### config.mk
export PLATFORM = sky130hd
export DESIGN_NAME = gpif_framer_top
export DESIGN_NICKNAME = d
export VERILOG_FILES = /design/src/rtl/gpif_frame_pkg.sv /design/src/rtl/gpif_framer_top.sv /design/src/rtl/credit_egress_port.sv /design/src/rtl/frame_splitter.sv /design/src/rtl/credit_ingress_fifo.sv
export SDC_FILE = /design/constraint.sdc
export NUM_CORES = 1
export LEC_CHECK = 0
export BUFFER_PORTS_ARGS = -buffer_cell sky130_fd_sc_hd__buf_2
export CAP_MARGIN = 10
export CORE_UTILIZATION = 42
export CTS_BUF_LIST = sky130_fd_sc_hd__clkbuf_4 sky130_fd_sc_hd__clkbuf_8
export DETAILED_ROUTE_END_ITERATION = 8
export SETUP_SLACK_MARGIN = 0.2
export SLEW_MARGIN = 10
export SYNTH_ARGS = -nofsm -noshare
export SYNTH_HDL_FRONTEND = slang
export SYNTH_SLANG_ARGS = --single-unit
export TNS_END_PERCENT = 100
### constraint.sdc
create_clock -name clk -period 4.29 [get_ports clk]
set_input_delay 0.858 -clock clk [delete_from_list [all_inputs] [get_ports clk]]
set_output_delay 0.858 -clock clk [all_outputs]
set_load 0.01 [all_outputs]
### src/rtl/gpif_frame_pkg.sv
// GPIF framer shared types: line layout, splitter states and widths

package gpif_frame_pkg;

   // Host bus data width
   localparam int LINE_W = 16;

   // Width of the splitter line counters
   localparam int LEN_W = 16;

   // One 19-bit line, flags above the data word
   typedef struct packed
   {
      logic              occ;
      logic              eof;
      logic              sof;
      logic [LINE_W-1:0] data;
   } line_t;

   // Splitter FSM
   typedef enum logic [1:0]
   {
      // Waiting for a header line
      SPLIT_IDLE      = 2'd0,
      // Inside a frame, passing input lines
      SPLIT_FRAME     = 2'd1,
      // First line of a follow-on frame
      SPLIT_NEW_FRAME = 2'd2,
      // Zero fill up to the frame boundary
      SPLIT_PAD       = 2'd3
   } split_state_e;

endpackage
### src/rtl/gpif_framer_top.sv
// GPIF stream framer: credited input buffer, frame splitter, credited output
`timescale 1ns/100ps

module gpif_framer_top
   import gpif_frame_pkg::*;
#(
   parameter int FRAME_LEN      = 256,
   parameter int FIFO_DEPTH     = 8,
   parameter int EGRESS_CREDITS = 4
)
(
   input  logic       clk,
   input  logic       reset_i,
   input  logic [7:0] frames_per_packet_i,
   input  line_t      in_line_i,
   input  logic       in_valid_i,
   output logic       credit_o,
   output line_t      out_line_o,
   output logic       out_valid_o,
   input  logic       credit_i
);

   line_t buf_line;
   logic  buf_valid;
   logic  buf_ready;
   line_t split_line;
   logic  split_valid;
   logic  split_ready;

   credit_ingress_fifo #(
      .FIFO_DEPTH (FIFO_DEPTH)
   ) credit_ingress_fifo_i (
      .clk         (clk),
      .reset_i     (reset_i),
      .in_line_i   (in_line_i),
      .in_valid_i  (in_valid_i),
      .buf_line_o  (buf_line),
      .buf_valid_o (buf_valid),
      .buf_ready_i (buf_ready),
      .credit_o    (credit_o)
   );

   frame_splitter #(
      .FRAME_LEN (FRAME_LEN)
   ) frame_splitter_i (
      .clk                 (clk),
      .reset_i             (reset_i),
      .frames_per_packet_i (frames_per_packet_i),
      .buf_line_i          (buf_line),
      .buf_valid_i         (buf_valid),
      .buf_ready_o         (buf_ready),
      .split_line_o        (split_line),
      .split_valid_o       (split_valid),
      .split_ready_i       (split_ready)
   );

   credit_egress_port #(
      .EGRESS_CREDITS (EGRESS_CREDITS)
   ) credit_egress_port_i (
      .clk           (clk),
      .reset_i       (reset_i),
      .split_line_i  (split_line),
      .split_valid_i (split_valid),
      .split_ready_o (split_ready),
      .out_line_o    (out_line_o),
      .out_valid_o   (out_valid_o),
      .credit_i      (credit_i)
   );

endmodule

### src/rtl/credit_egress_port.sv
// Registered output stage, spends one downstream credit per line sent
`timescale 1ns/100ps

module credit_egress_port
   import gpif_frame_pkg::*;
#(
   parameter int EGRESS_CREDITS = 4
)
(
   input  logic  clk,
   input  logic  reset_i,
   input  line_t split_line_i,
   input  logic  split_valid_i,
   output logic  split_ready_o,
   output line_t out_line_o,
   output logic  out_valid_o,
   input  logic  credit_i
);

   localparam int CNT_W = $clog2(EGRESS_CREDITS + 1);

   logic [CNT_W-1:0] credit_cnt;
   logic             send;

   // Output register holds a line for one cycle only, so it is
   // always empty or draining and the credit count alone gates it
   assign split_ready_o = (credit_cnt != '0);
   assign send          = split_valid_i & split_ready_o;

   always_ff @(posedge clk)
   begin
      if (send)
         out_line_o <= split_line_i;
   end

   always_ff @(posedge clk)
   begin
      if (reset_i)
      begin
         credit_cnt  <= CNT_W'(EGRESS_CREDITS);
         out_valid_o <= 1'b0;
      end
      else
      begin
         // Credit is taken at accept, returns may land the same cycle
         credit_cnt  <= credit_cnt - CNT_W'(send) + CNT_W'(credit_i);
         out_valid_o <= send;
      end
   end

endmodule

### src/rtl/frame_splitter.sv
// Splits VITA packets into fixed GPIF frames and zero pads the last one
`timescale 1ns/100ps

module frame_splitter
   import gpif_frame_pkg::*;
#(
   parameter int FRAME_LEN = 256
)
(
   input  logic       clk,
   input  logic       reset_i,
   input  logic [7:0] frames_per_packet_i,
   input  line_t      buf_line_i,
   input  logic       buf_valid_i,
   output logic       buf_ready_o,
   output line_t      split_line_o,
   output logic       split_valid_o,
   input  logic       split_ready_i
);

   localparam logic [LEN_W-1:0] FRAME_LEN_L = LEN_W'(FRAME_LEN);

   split_state_e     state;
   logic [LEN_W-1:0] length;
   logic [LEN_W-1:0] frame_left;
   logic [7:0]       frame_cnt;
   logic             xfer;
   logic             in_eof;
   logic             pkt_last;
   logic             frame_last;
   logic             next_idle;
   logic             eof_out;
   logic             sof_out;
   logic             occ_out;

   // Input is ignored while padding
   assign buf_ready_o   = split_ready_i & (state != SPLIT_PAD);
   assign split_valid_o = buf_valid_i | (state == SPLIT_PAD);
   assign xfer          = buf_valid_i & buf_ready_o;

   // Counters run down to 2, header line is taken before they load
   assign in_eof     = buf_line_i.eof;
   assign pkt_last   = (length == LEN_W'(2)) | in_eof;
   assign frame_last = (frame_left == LEN_W'(2));

   always_ff @(posedge clk)
   begin
      if (reset_i)
      begin
         state      <= SPLIT_IDLE;
         length     <= '0;
         frame_left <= '0;
         frame_cnt  <= '0;
      end
      else
      begin
         case (state)
            SPLIT_IDLE:
               if (xfer)
               begin
                  // Header length is in 32-bit words
                  length     <= {buf_line_i.data[14:0], 1'b0};
                  frame_left <= FRAME_LEN_L;
                  frame_cnt  <= 8'd1;
                  state      <= in_eof ? SPLIT_PAD : SPLIT_FRAME;
               end
            SPLIT_FRAME:
               if (xfer)
               begin
                  if (frame_last && pkt_last)
                     state <= SPLIT_IDLE;
                  else if (frame_last)
                  begin
                     length    <= length - 1'b1;
                     frame_cnt <= frame_cnt + 1'b1;
                     state     <= SPLIT_NEW_FRAME;
                  end
                  else if (pkt_last)
                  begin
                     frame_left <= frame_left - 1'b1;
                     state      <= SPLIT_PAD;
                  end
                  else
                  begin
                     frame_left <= frame_left - 1'b1;
                     length     <= length - 1'b1;
                  end
               end
            SPLIT_NEW_FRAME:
               if (xfer)
               begin
                  frame_left <= FRAME_LEN_L;
                  if (pkt_last)
                     state <= SPLIT_PAD;
                  else
                  begin
                     length <= length - 1'b1;
                     state  <= SPLIT_FRAME;
                  end
               end
            SPLIT_PAD:
               if (split_ready_i)
               begin
                  if (frame_last)
                     state <= SPLIT_IDLE;
                  else
                     frame_left <= frame_left - 1'b1;
               end
            default:
               state <= SPLIT_IDLE;
         endcase
      end
   end

   // Last line of the packet's last frame
   assign next_idle = split_ready_i & frame_last &
                      ((state == SPLIT_PAD) |
                       ((state == SPLIT_FRAME) & buf_valid_i & pkt_last));

   assign eof_out = frame_last & ((state == SPLIT_FRAME) | (state == SPLIT_PAD));
   assign sof_out = (state == SPLIT_IDLE) | (state == SPLIT_NEW_FRAME);
   assign occ_out = eof_out & next_idle & (frames_per_packet_i != frame_cnt);

   always_comb
   begin
      split_line_o.occ  = occ_out;
      split_line_o.eof  = eof_out;
      split_line_o.sof  = sof_out;
      split_line_o.data = (state == SPLIT_PAD) ? '0 : buf_line_i.data;
   end

endmodule

### src/rtl/credit_ingress_fifo.sv
// Credited input buffer, returns one upstream credit per line popped
`timescale 1ns/100ps

module credit_ingress_fifo
   import gpif_frame_pkg::*;
#(
   parameter int FIFO_DEPTH = 8
)
(
   input  logic  clk,
   input  logic  reset_i,
   input  line_t in_line_i,
   input  logic  in_valid_i,
   output line_t buf_line_o,
   output logic  buf_valid_o,
   input  logic  buf_ready_i,
   output logic  credit_o
);

   localparam int PTR_W = (FIFO_DEPTH > 1) ? $clog2(FIFO_DEPTH) : 1;
   localparam int CNT_W = $clog2(FIFO_DEPTH + 1);

   line_t            mem [FIFO_DEPTH];
   logic [PTR_W-1:0] wr_ptr;
   logic [PTR_W-1:0] rd_ptr;
   logic [CNT_W-1:0] count;
   logic             push;
   logic             pop;

   // Wraps at FIFO_DEPTH, depth need not be a power of two
   function automatic logic [PTR_W-1:0] ptr_inc(input logic [PTR_W-1:0] ptr);
      if (ptr == PTR_W'(FIFO_DEPTH - 1))
         return '0;
      else
         return ptr + 1'b1;
   endfunction

   // Upstream only sends with a credit, so a push always has room
   assign push = in_valid_i;
   assign pop  = buf_valid_o & buf_ready_i;

   // Head comes from registered pointer and count
   assign buf_valid_o = (count != '0);
   assign buf_line_o  = mem[rd_ptr];

   always_ff @(posedge clk)
   begin
      if (push)
         mem[wr_ptr] <= in_line_i;
   end

   always_ff @(posedge clk)
   begin
      if (reset_i)
      begin
         wr_ptr   <= '0;
         rd_ptr   <= '0;
         count    <= '0;
         credit_o <= 1'b0;
      end
      else
      begin
         if (push)
            wr_ptr <= ptr_inc(wr_ptr);
         if (pop)
            rd_ptr <= ptr_inc(rd_ptr);
         count <= count + CNT_W'(push) - CNT_W'(pop);
         // One credit back per freed entry
         credit_o <= pop;
      end
   end

endmodule

* Word level (Yosys, flattened, before mapping) *
Memories as Yosys holds them, arrays and structs flattened. A register that Yosys moved wholly into a read port is not among the register bits.
Cells that the tools add are included.

cells by class
  reduce and logical (&&, ||, !) cells = 11
  bitwise operators = 15
  mux-type cells = 35
  shift operators = 0
  div/mod/pow operators = 0
  equality and inequality tests = 18
  add/sub/neg operators = 9
  multiply operators = 0
  $lt $le $gt $ge = 0

operator list
  kind                                                                     number
  16-bit two-way mux                                                       11
  16-bit case mux with 3 select lines                                      2
  16-bit by 2-bit == test with 1-bit output, second input constant         2
  8-bit two-way mux                                                        4
  16-bit by 1-bit subtractor with 16-bit output, second input constant     2
  2-bit two-way mux                                                        10
  8-bit case mux with 2 select lines                                       1
  3-bit two-way mux                                                        4
  1-bit bitwise AND                                                        10
  2-bit inequality test, second input constant                             5
  5-bit AND reduction                                                      2
  8-bit by 1-bit adder with 8-bit output, second input constant            1
  2-bit by 1-bit inequality test with 1-bit output, second input constant  4
  8-bit inequality test                                                    1
  2-bit case mux with 4 select lines                                       1
  3-bit by 1-bit adder with 3-bit output, second input constant            2
  3-bit == test, second input constant                                     2
  6-bit AND reduction                                                      1
  3-bit nonzero test                                                       2
  1-bit OR                                                                 5
  4-bit by 1-bit adder with 4-bit output                                   1
  2-bit == test, second input constant                                     2
  4-bit by 1-bit inequality test with 1-bit output, second input constant  1
  4-bit AND reduction                                                      1
  other kinds (10)                                                         11

word-level totals
  output and inout bits = 21
  logic and storage cells = 103
  register bits after elaboration = 76
  memories kept = 1
  latch bits = 0
  memory bits (writable) = 152
  input port bits = 31
  memory bits (read-only) = 0

memories
  name                       words  bits a word  rd ports  clocked after Yosys merged registers in  write ports  line                       source
  credit_ingress_fifo_i.mem  8      19           1         1                                        1            credit_ingress_fifo.sv:23  line_t mem [FIFO_DEPTH];

* Logic depth before layout (Yosys ltp) *
  depth in word-level cells = 7
  depth in mapped cells = 14
  mapped depth without buffers = 12

* By module *
From an unflattened synthesis, not the netlist that was laid out.

unflattened totals
  cells, all modules = 746
  area total of the unflattened synthesis = 10,640.2 µm²

modules (own cells, without submodules)
  module               seq. area each (µm²)  area an instance (µm²)  cells each  times used
  credit_ingress_fifo  4,844.6               6,540.0                 294         1
  frame_splitter       840.8                 3,323.2                 416         1
  credit_egress_port   650.6                 777.0                   36          1

* Least setup slack after synthesis *
OpenSTA, ideal clock, no wires.

  path type = reg-to-reg
  start = register frame_splitter_i.state[0]
  end = register credit_egress_port_i.credit_cnt[1]
  data arrival time = 2,895 ps
  path buffers = 1
  setup time = 128 ps
  slack = 1,267 ps
  period minus slack after synthesis = 3,023 ps
  data required time = 4,162 ps
  stages on the path, launching flop included = 10
  path through = dfxtp_1 ha_1 clkbuf_1 nor2_1 nor2_1 ha_1 inv_1 ha_1 fa_1 nor2b_1

on the way
  longest elaborated chain between the ends = 5

RTL lines
  element                                      line                      source
  start: declaration                           frame_splitter.sv:23      split_state_e state;
  start signal: assignment                     frame_splitter.sv:65      state <= in_eof ? SPLIT_PAD : SPLIT_FRAME;
  2-bit == test                                frame_splitter.sv:38      assign split_valid_o = buf_valid_i | (state == SPLIT_PAD);
  1-bit OR                                     frame_splitter.sv:38
  1-bit bitwise AND                            credit_egress_port.sv:28  assign send = split_valid_i & split_ready_o;
  named net credit_egress_port_i.send          credit_egress_port.sv:23  logic send;
  3-bit by 1-bit subtractor with 3-bit output  credit_egress_port.sv:46  credit_cnt <= credit_cnt - CNT_W'(send) + CNT_W'(credit_i);
  3-bit by 1-bit adder with 3-bit output       credit_egress_port.sv:46
  end signal: assignment                       credit_egress_port.sv:40  credit_cnt <= CNT_W'(EGRESS_CREDITS);
  end signal: assignment                       credit_egress_port.sv:46
  end: declaration                             credit_egress_port.sv:22  logic [CNT_W-1:0] credit_cnt;

The timed path passes the listed nets, and every way through them passes these cells.
A chain may end at the register's enable or synchronous reset.

* Final worst setup path *
  start = register frame_splitter_i.state[0]
  end = register frame_splitter_i.length[6]

on the way
  longest elaborated chain between the ends = 5
  elaborated cells on any way between the ends = 13
  classes of those cells = eq/ne (7); mux (1); bitwise (2); reduce/logical (3)

RTL lines
  element                          line                  source
  2-bit inequality test            frame_splitter.sv:37  assign buf_ready_o = split_ready_i & (state != SPLIT_PAD);
  1-bit bitwise AND                frame_splitter.sv:37
  1-bit bitwise AND                frame_splitter.sv:39  assign xfer = buf_valid_i & buf_ready_o;
  2-bit inequality test (no line)  n/a
  5-bit AND reduction (no line)    n/a
  end signal: assignment           frame_splitter.sv:62  length <= {buf_line_i.data[14:0], 1'b0};
  end signal: assignment           frame_splitter.sv:74  length <= length - 1'b1;
  end signal: assignment           frame_splitter.sv:86  length <= length - 1'b1;
  end: declaration                 frame_splitter.sv:24  logic [LEN_W-1:0] length;

Several ways; a longest one is shown, not always the timed one.

==> metrics.md <==
| Metric | Value |
|---|---|
| Status | `finished clean` |
| Die W | `151 um` |
| EDFF count, synth | `155` |
| Yosys reg bits | `215` |
| Initial Util | `42.8%` |
| CP cell instances | `ha_1 > buf_4 > or3_1 > inv_2 > o21bai_1 > nor3_1 > a22oi_1 > a31oi_1` |
| Total number of vias | `5918` |
| Post-synth ARST share | `0%` |
| CTS buffer count | `37` |
| CTS max path bufs | `3` |
| Hold path start | `frame_splitter_i.length[0]` |
| Avg Inst Size Synth | `13.7 um2` |
| GRT Resource Usage Total | `18.4%` |
| First-pass GRT wire length | `31900 um` |
| Clk root buf | `clkbuf_8` |
| Detailed Route WL | `20000 um` |
| Post-synthesis sequential area ratio | `62.9%` |
| Die area | `22800 um2` |
| Final setup violation count | `0` |
| Most used DFF post-synth | `edfxtp_1` |
| CP startpoint | `frame_splitter_i.state[0]` |
| Share of cells above drive strength 1 | `22.1%` |
| Post-Syn Area | `9310 um2` |
| Final antenna-violating net count | `0` |
| Slowest stage delay, CP | `0.80 ns` |
| Clk_lat worst skew | `0.53 ns` |
| Initial drt markers | `348` |
| Post-Place Setup Slack | `1.14 ns` |
| Routed vias/inst | `5.55` |
| Rel. slew slack | `39.4%` |
| Maxcap violations | `0` |
| Clock slew at reported path FFs | `0.05 ns` |
| Layout Skew | `0.0195 ns` |
| Setup Crit Path Kind | `reg -> reg` |
| Multi-input logic area | `3270 um2` |
| Tmin final | `3.18 ns` |
| Vias in the first global route | `6164` |
| Final Max Slew Viols | `0` |
| P_leak | `3.71 nW` |
| # Post-CTS Setup Buffers | `0` |
| CP max-delay cell | `nor3_1` |
| Fmax | `314 MHz` |
| Die span in y | `151 um` |
| RSZ-0062 raised after global routing | `false` |
| # resized after CTS | `0` |
| Drt drc | `0` |
| Startpoint types | `register` |
| Routability cong. | `0.861` |
| Pin count of the biggest net entering global routing | `47` |
| Worst-path maximum fanout | `22` |
| Worst EP required | `4.72 ns` |
| Detailed-placement wirelength estimate | `12800 um` |
| Core footprint | `21800 um2` |
| Post-Synthesis Cells | `682` |
| Final core utilization | `48.9%` |
| TNS Setup | `0 ns` |
| Fin. Hold Viols | `0` |
| Sink Count | `215` |
| Setup ws final | `1.11 ns` |
| PwrDens | `670 nW/um2` |
| Crit. End Element | `register` |
| CTS tree | `yes` |
| Initial antenna violation count | `0` |
| Sequential cell area | `5860 um2` |
| Global route overflow | `0` |
| Cts hold-fix bufs | `0` |
| Layout area overhead | `14.3%` |
| Core Rows | `54` |
| FF-to-FF Start | `frame_splitter_i.state[0]` |
| CP Buf/Inv Count | `2` |
| Ys Warns | `0` |
| Max IR drop VDD | `0.000397 V` |
| Min-Delay Path Class | `reg -> reg` |
| Final layout net count | `812` |
| IO Pins | `52` |
| Count of cell types in the netlist | `64` |
| Commonest non-fill, non-tap cell in the layout | `edfxtp_1` |
| Number of I/O port buffers | `49` |
| Part of the cycle the worst path needs | `74.2%` |
| H-tree depth | `2` |
| Most frequent cells in the layout | `155 x edfxtp_1, 84 x nor2_1, 59 x dfxtp_1` |
| Synthesized Nets | `736` |
| Wire per inst | `18.7 um` |
| Diode count | `0` |
| Slew @ Worst Pin | `0.903 ns` |
| WP data arrival | `3.62 ns` |
| Delay-heaviest family, CP | `simple AND/OR/NAND/NOR gates` |
| Filler instances | `1909` |
| DRT Pass-1 Iters | `5` |
## power by group
part	total [mW]	leakage (nW)	switching, mW	internal [mW]
registers	2.75	1.92	0.179	2.57
clock network	1.78	0.387	0.810	0.973
logic	2.60	1.40	1.56	1.04
## per-layer routing
layer | vias up | wire [um] | GRT usage, % | part of all wire, %
met5 | - | 0 | 0 | 0
met3 | 40 | 960 | 3.83 | 4.8
met1 | 2942 | 8360 | 21.8 | 42
li1 | 2761 | - | - | -
met2 | 175 | 10300 | 32.5 | 51
met4 | 0 | 413 | 7.35 | 2.1
## synth_stat cells, drive strengths merged (11+ instances only)
cell type  count  area [um2]
a21oi         28         140
buf           16        81.3
clkbuf        13        48.8
dfxtp         60        1200
edfxtp       155        4650
ha            21         263
inv           21        78.8
mux2i         17         183
mux4          34         766
nand2         24        90.1
nand4         12        75.1
nor2          85         319
nor2b         11        68.8
nor3          26         130
nor4          13        93.8
o21ai         14        70.1
xnor2         20         175
## kinds of logic after synthesis
logic type,share of synthesized area [%]
AND/OR/NAND/NOR,11.8
flip-flops,62.9
AO/OA/AOI/OAI,6.54
multiplexers,10.5
buffers and inverters,2.24
XOR/XNOR,2.73
adder cells (fa/ha/maj),3.25
## state kept, by name (all words and copies together), names as in the netlist, named ones only
register                          count
credit_egress_port_i.credit_cnt       3
credit_egress_port_i.out_line_o      19
credit_egress_port_i.out_valid_o      1
credit_ingress_fifo_i.count           4
credit_ingress_fifo_i.credit_o        1
credit_ingress_fifo_i.mem           136
credit_ingress_fifo_i.rd_ptr          3
credit_ingress_fifo_i.wr_ptr          3
frame_splitter_i.frame_cnt            8
frame_splitter_i.frame_left          16
frame_splitter_i.length              16
frame_splitter_i.state                2
## tightest hold or removal path: cells and delay by family, from the launching register on
kind            cells  cell delay, ns
flops               1            0.33
simple gates        1            0.06
compound gates      1            0.05
## area by class of cell
| cell class | count | share of cell area, % |
|---|---|---|
| Clock buffer | 52 | 6.02 |
| Clock inverter | 16 | 0.740 |
| Inverter | 21 | 0.740 |
| Multi-Input combinational cell | 417 | 30.7 |
| Sequential cell | 215 | 55.0 |
| Tap cell | 280 | 3.29 |
| Timing Repair Buffer | 66 | 3.50 |
## metrics by stage
| step | power, mW | hold WS [ns] | cell area [um2] | std cells |
|---|---|---|---|---|
| floorplan | 4.65 | 0.450 | 9310 | 682 |
| global route | 7.60 | 0.532 | 10600 | 1067 |
| finish | 7.13 | 0.489 | 10600 | 1067 |
| global placement | 5.31 | 0.461 | 9930 | 999 |
| detailed placement | 5.39 | 0.481 | 9930 | 999 |
| CTS | 7.20 | 0.493 | 10600 | 1067 |
## path summary, 6_finish.rpt
path                                     end  slack (ns)  cells after the start
setup / recovery  frame_splitter_i.length[6]        1.11                      8
hold / removal    frame_splitter_i.length[0]        0.49                      2
setup reg to reg  frame_splitter_i.length[6]        1.11                      8
hold reg to reg   frame_splitter_i.length[0]        0.49                      2
(Power assumes the default switching activity.)
